File: config.mk
export PLATFORM = sky130hd
export DESIGN_NAME = apb_arbiter_flat
export DESIGN_NICKNAME = d
export VERILOG_FILES = /design/src/cpu16_pkg.sv /design/src/apb_if.sv /design/src/apb_arbiter.sv /design/src/flat_wrapper.sv
export SDC_FILE = /design/constraint.sdc
export NUM_CORES = 1
export LEC_CHECK = 0
export BUFFER_PORTS_ARGS = -buffer_cell sky130_fd_sc_hd__clkbuf_2
export CORE_ASPECT_RATIO = 1.4
export CORE_MARGIN = 3
export CORE_UTILIZATION = 27
export CTS_CLUSTER_SIZE = 30
export DETAILED_ROUTE_END_ITERATION = 8
export PLACE_DENSITY = 0.82
export RECOVER_POWER = 100
export SYNTH_ARGS = -nofsm -noshare
export SYNTH_HDL_FRONTEND = slang
export SYNTH_SLANG_ARGS = --single-unit
File: constraint.sdc
create_clock -name clk -period 2.45 [get_ports clk]
set_clock_uncertainty 0.15 [all_clocks]
set_input_delay 0.49 -clock clk [delete_from_list [all_inputs] [get_ports clk]]
set_output_delay 0.49 -clock clk [all_outputs]
set_load 0.02 [all_outputs]
File: src/cpu16_pkg.sv
// Word, opcode, ALU, branch and FSM types shared by every cpu16 block via wildcard import
`default_nettype none

package cpu16_pkg;

    ////////////////////////////////////////////////////////////////////////////
    // Sizes and fixed registers
    ////////////////////////////////////////////////////////////////////////////

    typedef logic [15:0] word_t;                 // Data word, also the word address

    localparam logic [3:0] sp_reg = 4'd15;       // Stack pointer register index

    ////////////////////////////////////////////////////////////////////////////
    // Instruction set
    ////////////////////////////////////////////////////////////////////////////

    // Opcode lives in instr[15:12]; rd 11:8, rs1 7:4, rs2 or imm4 3:0
    typedef enum logic [3:0] {
        op_add  = 4'h0,                          // rd = rs1 + rs2
        op_sub  = 4'h1,                          // rd = rs1 - rs2
        op_and  = 4'h2,
        op_or   = 4'h3,
        op_xor  = 4'h4,
        op_shl  = 4'h5,                          // rd = rs1 << imm4
        op_shr  = 4'h6,                          // rd = rs1 >> imm4
        op_addi = 4'h7,                          // rd = rs1 + sext(imm4)
        op_lhi  = 4'h8,                          // rd = {imm8, rd[7:0]}
        op_ld   = 4'h9,                          // rd = mem[rs1 + sext(imm4)]
        op_st   = 4'hA,                          // mem[rs1 + sext(imm4)] = rd
        op_br   = 4'hB,                          // Cond in 11:9, offset in 8:0
        op_call = 4'hC,                          // Push pc + 1, jump to 11:0
        op_ret  = 4'hD,                          // Pop pc
        op_halt = 4'hE
    } opcode_e;

    typedef enum logic [2:0] {
        alu_add, alu_sub, alu_and, alu_or,
        alu_xor, alu_shl, alu_shr, alu_lhi
    } alu_op_e;

    typedef enum logic [2:0] {
        br_always = 3'd0,
        br_eq     = 3'd1,                        // z set
        br_ne     = 3'd2,
        br_lt     = 3'd3,                        // n set
        br_ge     = 3'd4,
        br_cs     = 3'd5                         // Carry or borrow set
    } br_cond_e;

    typedef struct packed {
        logic z;
        logic n;
        logic c;
    } flags_t;

    typedef enum logic [2:0] {
        st_idle, st_fetch, st_exec, st_mem, st_wb, st_halt
    } core_state_e;

endpackage

`default_nettype wire

File: src/apb_if.sv
// APB bundle joining a master to a slave, with a monitor view for the testbench
`timescale 1ns/1ns
`default_nettype none

interface apb_if import cpu16_pkg::*; ();

    logic  psel;
    logic  penable;
    logic  pwrite;                               // 1 = write
    word_t paddr;                                // Word address
    word_t pwdata;
    word_t prdata;
    logic  pready;

    modport master (
        output psel, penable, pwrite, paddr, pwdata,
        input  prdata, pready
    );

    modport slave (
        input  psel, penable, pwrite, paddr, pwdata,
        output prdata, pready
    );

    modport monitor (
        input psel, penable, pwrite, paddr, pwdata, prdata, pready
    );

endinterface

`default_nettype wire

File: src/apb_arbiter.sv
// Round-robin arbiter sharing one APB slave between the host port and the core
`timescale 1ns/1ns
`default_nettype none

module apb_arbiter (
    input  logic  clk,
    input  logic  arst_n,
    apb_if.slave  host,
    apb_if.slave  core,
    apb_if.master mem
);

    logic active;                                // Transfer in flight on mem
    logic owner;                                 // Granted master, 1 = core
    logic last;                                  // Master granted last
    logic pick;                                  // Idle-state choice
    logic sel;

    // Tie goes to the master not granted last
    always_comb begin
        if (host.psel && core.psel) pick = ~last;
        else                        pick = core.psel;
    end

    assign sel = active ? owner : pick;          // No added cycle on grant

    assign mem.psel    = sel ? core.psel : host.psel;
    assign mem.penable = active && (sel ? core.penable : host.penable);  // Forces setup
    assign mem.pwrite  = sel ? core.pwrite : host.pwrite;
    assign mem.paddr   = sel ? core.paddr  : host.paddr;
    assign mem.pwdata  = sel ? core.pwdata : host.pwdata;

    assign host.prdata = mem.prdata;
    assign core.prdata = mem.prdata;
    assign host.pready = active && !owner && mem.pready;  // Loser sees pready low
    assign core.pready = active && owner && mem.pready;

    always_ff @(posedge clk or negedge arst_n) begin
        if (!arst_n) begin
            active <= 1'b0;
            owner  <= 1'b0;
            last   <= 1'b1;                      // Host wins the first tie
        end else if (!active) begin
            if (mem.psel) begin
                active <= 1'b1;
                owner  <= pick;
            end
        end else if (mem.penable && mem.pready) begin
            active <= 1'b0;                      // Re-arbitrate next cycle
            last   <= owner;
        end
    end

endmodule

`default_nettype wire

File: src/flat_wrapper.sv
// flat-port wrapper written by rule: the top's interface ports become plain ports
module apb_arbiter_flat 
  (clk, arst_n, host_psel, host_penable, host_pwrite, host_paddr, host_pwdata, host_prdata, host_pready, core_psel, core_penable, core_pwrite, core_paddr, core_pwdata, core_prdata, core_pready, mem_psel, mem_penable, mem_pwrite, mem_paddr, mem_pwdata, mem_prdata, mem_pready);
  apb_if host_i ();
  apb_if core_i ();
  apb_if mem_i ();
  input  logic clk;
  input  logic arst_n;
  input wire logic [$bits(host_i.psel)-1:0] host_psel;
  input wire logic [$bits(host_i.penable)-1:0] host_penable;
  input wire logic [$bits(host_i.pwrite)-1:0] host_pwrite;
  input wire logic [$bits(host_i.paddr)-1:0] host_paddr;
  input wire logic [$bits(host_i.pwdata)-1:0] host_pwdata;
  output wire logic [$bits(host_i.prdata)-1:0] host_prdata;
  output wire logic [$bits(host_i.pready)-1:0] host_pready;
  input wire logic [$bits(core_i.psel)-1:0] core_psel;
  input wire logic [$bits(core_i.penable)-1:0] core_penable;
  input wire logic [$bits(core_i.pwrite)-1:0] core_pwrite;
  input wire logic [$bits(core_i.paddr)-1:0] core_paddr;
  input wire logic [$bits(core_i.pwdata)-1:0] core_pwdata;
  output wire logic [$bits(core_i.prdata)-1:0] core_prdata;
  output wire logic [$bits(core_i.pready)-1:0] core_pready;
  output wire logic [$bits(mem_i.psel)-1:0] mem_psel;
  output wire logic [$bits(mem_i.penable)-1:0] mem_penable;
  output wire logic [$bits(mem_i.pwrite)-1:0] mem_pwrite;
  output wire logic [$bits(mem_i.paddr)-1:0] mem_paddr;
  output wire logic [$bits(mem_i.pwdata)-1:0] mem_pwdata;
  input wire logic [$bits(mem_i.prdata)-1:0] mem_prdata;
  input wire logic [$bits(mem_i.pready)-1:0] mem_pready;
  assign host_i.psel = host_psel;
  assign host_i.penable = host_penable;
  assign host_i.pwrite = host_pwrite;
  assign host_i.paddr = host_paddr;
  assign host_i.pwdata = host_pwdata;
  assign host_prdata = host_i.prdata;
  assign host_pready = host_i.pready;
  assign core_i.psel = core_psel;
  assign core_i.penable = core_penable;
  assign core_i.pwrite = core_pwrite;
  assign core_i.paddr = core_paddr;
  assign core_i.pwdata = core_pwdata;
  assign core_prdata = core_i.prdata;
  assign core_pready = core_i.pready;
  assign mem_psel = mem_i.psel;
  assign mem_penable = mem_i.penable;
  assign mem_pwrite = mem_i.pwrite;
  assign mem_paddr = mem_i.paddr;
  assign mem_pwdata = mem_i.pwdata;
  assign mem_i.prdata = mem_prdata;
  assign mem_i.pready = mem_pready;
  apb_arbiter u_core (.clk(clk), .arst_n(arst_n), .host(host_i), .core(core_i), .mem(mem_i));
endmodule
# After elaboration in Yosys (flattened, before gate mapping)
# Index checks and enable logic that the tools add are counted.
dict set report classes {
  bitwise 2
  reduce_logical 10
  mux 10
}
# cell n
set ops {}
lappend ops {{$mux W16} 2}
lappend ops {{$mux W1} 8}
lappend ops {{$logic_and A1 B1 Y1} 7}
lappend ops {{$reduce_and A2 Y1} 2}
lappend ops {{$not A1 Y1} 2}
lappend ops {{$logic_not A1 Y1} 1}
dict set report totals {
  ff_bits 3
}

# Depth between registers and ports, before layout
# Gate-level depths: netlist of run 1.
dict set report logic_depth {
  ltp_word 8
  depth_mapped 5
}

# Least setup slack after synthesis of run 1
# OpenSTA, ideal clock, no wires.
dict set report synth_path {
  kind {in2out}
  startpoint {in core_psel}
  endpoint {out mem_pwdata[0]}
  path_slack_ns 0.387
  required_ns 1.810
  n_path_buf 1
  t_arrival_ns 1.423
  path_stages 4
  cell_sequence {nor2b_4 a22oi_4 buf_6 mux2_1}
}
dict set report synth_via {
  elab_chain_len 4
}
# item line_no
set synth_lines {}
lappend synth_lines {{start: declaration} flat_wrapper.sv:16} ;# input wire logic [$bits(core_i.psel)-1:0] core_psel;
lappend synth_lines {{$logic_and A1 B1 Y1} apb_arbiter.sv:21} ;# if (host.psel && core.psel) pick = ~last;
lappend synth_lines {{$mux W1 *} apb_arbiter.sv:21}
lappend synth_lines {{$mux W1 *} apb_arbiter.sv:25} ;# assign sel = active ? owner : pick;
lappend synth_lines {{$mux W16 *} apb_arbiter.sv:31} ;# assign mem.pwdata = sel ? core.pwdata : host.pwdata;
lappend synth_lines {{end: declaration} flat_wrapper.sv:27} ;# output wire logic [$bits(mem_i.pwdata)-1:0] mem_pwdata;
# Every way passes the cells marked *; elsewhere a longest branch is shown, timed or not.

# Worst setup path in the final report of run 1
dict set report layout_path {
  startpoint {reg u_core.last}
  endpoint {out mem_pwdata[2]}
}
dict set report layout_via {
  elab_chain_len 4
}
# item line_no
set layout_lines {}
lappend layout_lines {{start: declaration} apb_arbiter.sv:15} ;# logic last;
lappend layout_lines {{start signal: assignment} apb_arbiter.sv:50} ;# last <= owner;
lappend layout_lines {{$not A1 Y1} apb_arbiter.sv:21}
lappend layout_lines {{$mux W1} apb_arbiter.sv:21}
lappend layout_lines {{$mux W1} apb_arbiter.sv:25}
lappend layout_lines {{$mux W16} apb_arbiter.sv:31}
# Every way passes these cells.

==> results of run 1 <==
layer usage:
layer  GRT usage  wire (um)  vias up  part of all wire
li1            -          -      455                 -
met1      0.1392       1207      417              0.32
met2      0.3073       1920       97              0.51
met3     0.07157        564       11              0.15
met4     0.07479         80        0             0.021
met5           0          0        -                 0
final cells by class:
class / instances / area (um^2)
fill: 282 / 1519
timing repair buffer: 117 / 765.7
multi-input combinational: 51 / 510.5
sequential: 3 / 77.57
tap: 37 / 46.29
clock buffer: 4 / 45.04
timing repair:
action	in CTS	in global routing
setup endpoints to repair	0	33
hold buffers	1	0
gates resized for setup	0	59
buffers inserted	0	2
endpoints found under the hold margin	2	0
synth_stat cells:
cell / n / share of area
buf_4: 32 / 0.28
dfstp_2: 1 / 0.030
buf_6: 4 / 0.052
nor2_1: 3 / 0.013
a22o_1: 1 / 0.010
nand3_1: 1 / 0.0057
nor2b_4: 1 / 0.016
dfrtp_1: 2 / 0.057
nor2b_1: 1 / 0.0072
a22oi_4: 1 / 0.024
a21oi_1: 2 / 0.011
mux2i_1: 2 / 0.023
nand2_1: 2 / 0.0086
nand2b_1: 1 / 0.0072
buf_2: 1 / 0.0057
mux2_1: 1 / 0.013
and3_1: 1 / 0.0072
a31oi_1: 1 / 0.0072
o32a_1: 1 / 0.011
mux2_2: 32 / 0.41
cell usage in the layout, fill, tap and decap left out, drive strengths merged:
master,n
o32a,1
nand3,1
and3,1
nand2,2
a22o,1
mux2,33
nor2b,2
nand2b,1
clkbuf,91
a21oi,2
a22oi,1
nor2,3
a31oi,1
mux2i,2
buf,29
dfstp,1
dfrtp,2
dlygate4sd3,1
cells by family (layout without fill, tap and decap cells):
logic type | after synthesis | after routing | share of synthesized area
multiplexers | 35 | 35 | 0.4497
buffers and inverters | 37 | 121 | 0.3333
flip-flops | 3 | 3 | 0.08765
AND/OR/NAND/NOR | 10 | 10 | 0.06466
AO/OA/AOI/OAI | 6 | 6 | 0.06466
worst max-delay path by stage:
stage	from	endpoint	slack, ps	cells after the start
finish	u_core.last	mem_pwdata[2]	20	6
global route	u_core.last	mem_paddr[5]	-30	6
CTS	u_core.active	mem_paddr[15]	20	5
detailed placement	core_psel	mem_paddr[15]	150	6
global placement	core_psel	mem_paddr[15]	150	6
floorplan	core_psel	mem_pwdata[0]	390	4
critical path: stages (launching register included):
cell       delay, ps
dfstp_2          540
nand2_2           70
a22oi_4          170
buf_12           150
clkbuf_16        140
mux2_2           350
buf_6            140
sequential cells by signal, summed over array words and instances (netlist names):
name           flops
u_core.active      1
u_core.last        1
u_core.owner       1
power by group:
| group | leakage (nW) | total [W] | switching [W] | internal [W] |
|---|---|---|---|---|
| Combinational | 0.725 | 0.00135 | 0.000619 | 0.000731 |
| Sequential | 0.0316 | 0.000121 | 0.0000447 | 0.0000765 |
| Clock | 0.0228 | 0.000150 | 0.0000386 | 0.000111 |
| Total | 0.779 | 0.00162 | 0.000702 | 0.000919 |
per-stage QoR:
| step | hold WS, ps | setup TNS (ps) |
|---|---|---|
| floorplan | 44.41 | 0 |
| global placement | 136.1 | 0 |
| detailed placement | 137.7 | 0 |
| CTS | 393.2 | 0 |
| global route | 435.9 | -347.2 |
| finish | 421.8 | 0 |
==> results.cfg, run 1 <==
[cts]
h-tree-depth = 1
ctsRootBufferMaster = clkbuf_8
clk_latency_ps = 230
cts_tree = built
clock-sinks = 3
cts_buffer_depth = 2
cts_buffers = 3
cts.clk_slew.worst_paths_ps = 30

[synthesis]
avgSynthCellArea_um2 = 9.570
ys_warn_count = 0
synth_cell_types = 20
ys_seq_area_frac = 0.08764
synth_seq_cells = 3
syn_area_um2 = 870.8
synth_cells = 91
syn_nets = 180

[final_layout]
syn2layout_area_growth_pct = 65.95
instances_no_fill = 212
postLayoutCoreUtil = 0.4875
fin_area_mm2 = 0.001445
fin_nets = 265
antennaDiodeCount = 0
drive_gt1_frac = 0.8629

[grt]
grt_first_pass_wirelength_um = 4547
grt-ovfl-total = 0
grt_max_degree = 24
grt_pass1_vias = 970
antenna_found_initial = 0
grt_usage = 0.1632

[pwr]
ir_worst_vdd_v = 0.0005997
total_leakage_power_nw = 0.7793
power-per-cell-area_mw_per_mm2 = 1122
totalPowerFinal_w = 0.001621

[floorplanning]
dieWidth_um = 54.00
coreArea_mm2 = 0.002964
die_h_um = 73.20
initial_core_util = 0.2938
fp-row-count = 23
dieArea_mm2 = 0.003952
io_pins = 158

[routing]
dr.pass1.iters = 3
finalWirelength_um = 3773
ant_nets = 0
drt_iter0_markers = 9
vias = 980
routedWlPerCell_um = 17.80
remaining_drc_errors = 0
vias_per_cell = 4.623

[hold_path]
hold-path-cell-count = 2
min_to = u_core.active
hold_class = in -> reg
hold_start = core_psel

[sta]
tightest_slew_ps = 318.9
setup_ws_ps = 24.00
rsz0062_at_grt = true
fmax_mhz = 412.2
relSlewSlack = 0.7874
min_period_ps = 2426
hold_viol_final = 0
finalSetupViolCount = 0
fin_crit_sh = 0.9902
slew_violations = 0

[placed_design]
port_buffers = 109
pre_cts_slack_ps = 147.4
gp_congestion = 0.8332
dp_hpwl_um = 3026
dp.cells = 202
place_area_mm2 = 0.001200

[worst_setup_path]
critPathMaxFanout = 6
worst_setup_path_start_kind = flip-flop
worst-r2r-cell-count = 2
path_class = reg -> out
rrSetupSlack_ps = 1240
arrival_ps = 1790
reg2reg_from = u_core.owner
required_ps = 1810
rr_endpoint = u_core.active
cp-end-kind = primary output

[outcome]
outcome = finished clean

[flow_run]
cap_viol_max_count = 0
No activity file was read; power rests on OpenSTA's default activity.
==> run 2: changes to the inputs <==
--- a/config.mk
+++ b/config.mk
@@ -11,7 +11,7 @@
 export CORE_UTILIZATION = 27
 export CTS_CLUSTER_SIZE = 30
 export DETAILED_ROUTE_END_ITERATION = 8
-export PLACE_DENSITY = 0.82
+export PLACE_DENSITY = 0.92
 export RECOVER_POWER = 100
 export SYNTH_ARGS = -nofsm -noshare
 export SYNTH_HDL_FRONTEND = slang
==> run 2 against run 1 <==
  * Critical path depth unchanged
  * Die area unchanged
  * Wire length shrank 19%
  * Cell area fell by 0.26%
  * Non-clock buffer count increased by 1
  * Via count is 1.3% lower
  * Clock-buffer cell count unchanged
  * Cell count is 0.47% higher
  * Register-to-register slack about the same
  * Clock power is 7% lower
  * Sequential power shrank 9%
  * Total power fell by 0.94%
  * Critical path type unchanged
==> results.cfg, run 2 (synthesis results as in run 1) <==
[outcome]
outcome = finished clean

[final_layout]
fin_nets = 266
largest_registers = u_core.active: 1 flops, u_core.last: 1 flops, u_core.owner: 1 flops
layout_commonest_cell = clkbuf_2
mostFrequentLayoutCells = clkbuf_2, mux2_2, buf_6, buf_2
fillers = 299
antennaDiodeCount = 0
fin_area_mm2 = 0.001441
syn2layout_area_growth_pct = 65.52
drive_gt1_frac = 0.8864

[sta]
hold_viol_final = 0
finalSetupViolCount = 0
slew_violations = 0
rsz0062_at_grt = true
fin_crit_sh = 0.9871
tightest_slew_ps = 198.9
fmax_mhz = 413.5
setup_tns_ps = 0
min_period_ps = 2418
relSlewSlack = 0.8636

[cts]
clock-sinks = 3
clk_latency_ps = 210
cts_buffer_depth = 2
cts_buffers = 3
ctsRootBufferMaster = clkbuf_8
h-tree-depth = 1
cts.clk_slew.worst_paths_ps = 30
cts_tree = built

[pwr]
total_leakage_power_nw = 0.7971
power-per-cell-area_mw_per_mm2 = 1114
ir_worst_vdd_v = 0.0004737

[routing]
finalWirelength_um = 3040
routedWlPerCell_um = 14.27
vias_per_cell = 4.540
drt_iter0_markers = 2
ant_nets = 0
vias = 967
dr.pass1.iters = 3
remaining_drc_errors = 0

[worst_setup_path]
path_class = reg -> out
cp-end-kind = primary output
worst_setup_path_start_kind = flip-flop
cpPeakStageDelay_ps = 560
path_buf_inv = 3
critPathMaxFanout = 6
cp_cell_sequence = nand2_4, a22oi_4, buf_12, clkbuf_16, mux2_2, buf_2
cp_slowest_cell = dfstp_2
arrival_ps = 1780
required_ps = 1810
crit_family = flip-flops

[flow_run]
cap_viol_max_count = 0

[floorplanning]
io_pins = 158
fp-row-count = 23
coreArea_mm2 = 0.002964
dieWidth_um = 54.00
die_h_um = 73.20
dieArea_mm2 = 0.003952
initial_core_util = 0.2938

[grt]
grt_max_degree = 23
grt_first_pass_wirelength_um = 3643
grt_usage = 0.1202
grt-ovfl-total = 0
grt_pass1_vias = 877
antenna_found_initial = 0

[hold_path]
hold_class = reg -> reg

[placed_design]
dp_hpwl_um = 2434
gp_congestion = 0.6303
port_buffers = 109
place_area_mm2 = 0.001220
==> run 2: cell count changes in the layout (fill, tap and decap cells not counted), sizes merged <==
cell / previous run / this run
clkbuf: 91 / 101
buf: 29 / 20
==> run 2: power breakdown <==
group	switching, W	internal (W)	total [W]
Sequential	0.0000333	0.0000770	0.000110
Clock	0.0000288	0.000111	0.000139
Combinational	0.000616	0.000740	0.00136
==> run 2: cell type report <==
class	instances	area, um^2	area share
Sequential cell	3	77.57	0.05382
Timing Repair Buffer	118	760.7	0.5278
Multi-Input combinational cell	51	511.7	0.3550
Tap cell	37	46.29	0.03212
Clock buffer	4	45.04	0.03125
==> run 2: metal layers <==
layer  up-vias  track usage  wire [um]
li1        454            -          -
met1       429       0.1022        856
met2        66       0.2426       1740
met3        18      0.02658        374
met4         0      0.05817         70
met5         -            0          0
==> run 2: through the flow <==
stage                     worst slack, ps  hold slack (ps)  total power (W)    util  cells
after floorplan                     387.3            44.41        0.0009506       -     91
after detailed placement            114.6            140.6         0.001187  0.4116    203
final                               31.65            399.9         0.001606  0.4863    213
after global placement              158.8            137.1         0.001172  0.4116    203
after CTS                           31.58            384.0         0.001335  0.4306    208
after global routing               0.4557            420.3         0.001689  0.4863    213
==> run 2: worst reg2reg max path, delay by kind of cell (launching register included) <==
kind,cells,cell delay [ps]
buffers and inverters,1,170
AO/OA/AOI/OAI,1,190
multiplexers,1,250
flip-flops,1,380
==> run 2: path summary, 6_finish.rpt <==
kind / startpoint / endpoint / slack, ps / cells after the start
hold / removal: u_core.last / u_core.last / 400 / 2
max in group asynchronous: arst_n / u_core.last / 1440 / 2
setup / recovery: u_core.last / mem_pwdata[8] / 30 / 6
setup reg to reg: u_core.owner / u_core.active / 1240 / 3
min in group asynchronous: arst_n / u_core.owner / 470 / 2
hold reg to reg: u_core.last / u_core.last / 400 / 2
==> run 2: timing repair <==
action | 4_1_cts | 5_1_grt
setup endpoints to repair | 1 | 14
hold buffers | 1 | 0
pin swaps | 0 | 1
resized for setup | 1 | 34
hold endpoints to repair | 2 | 0
cloned | 0 | 4
setup buffers | 0 | 1
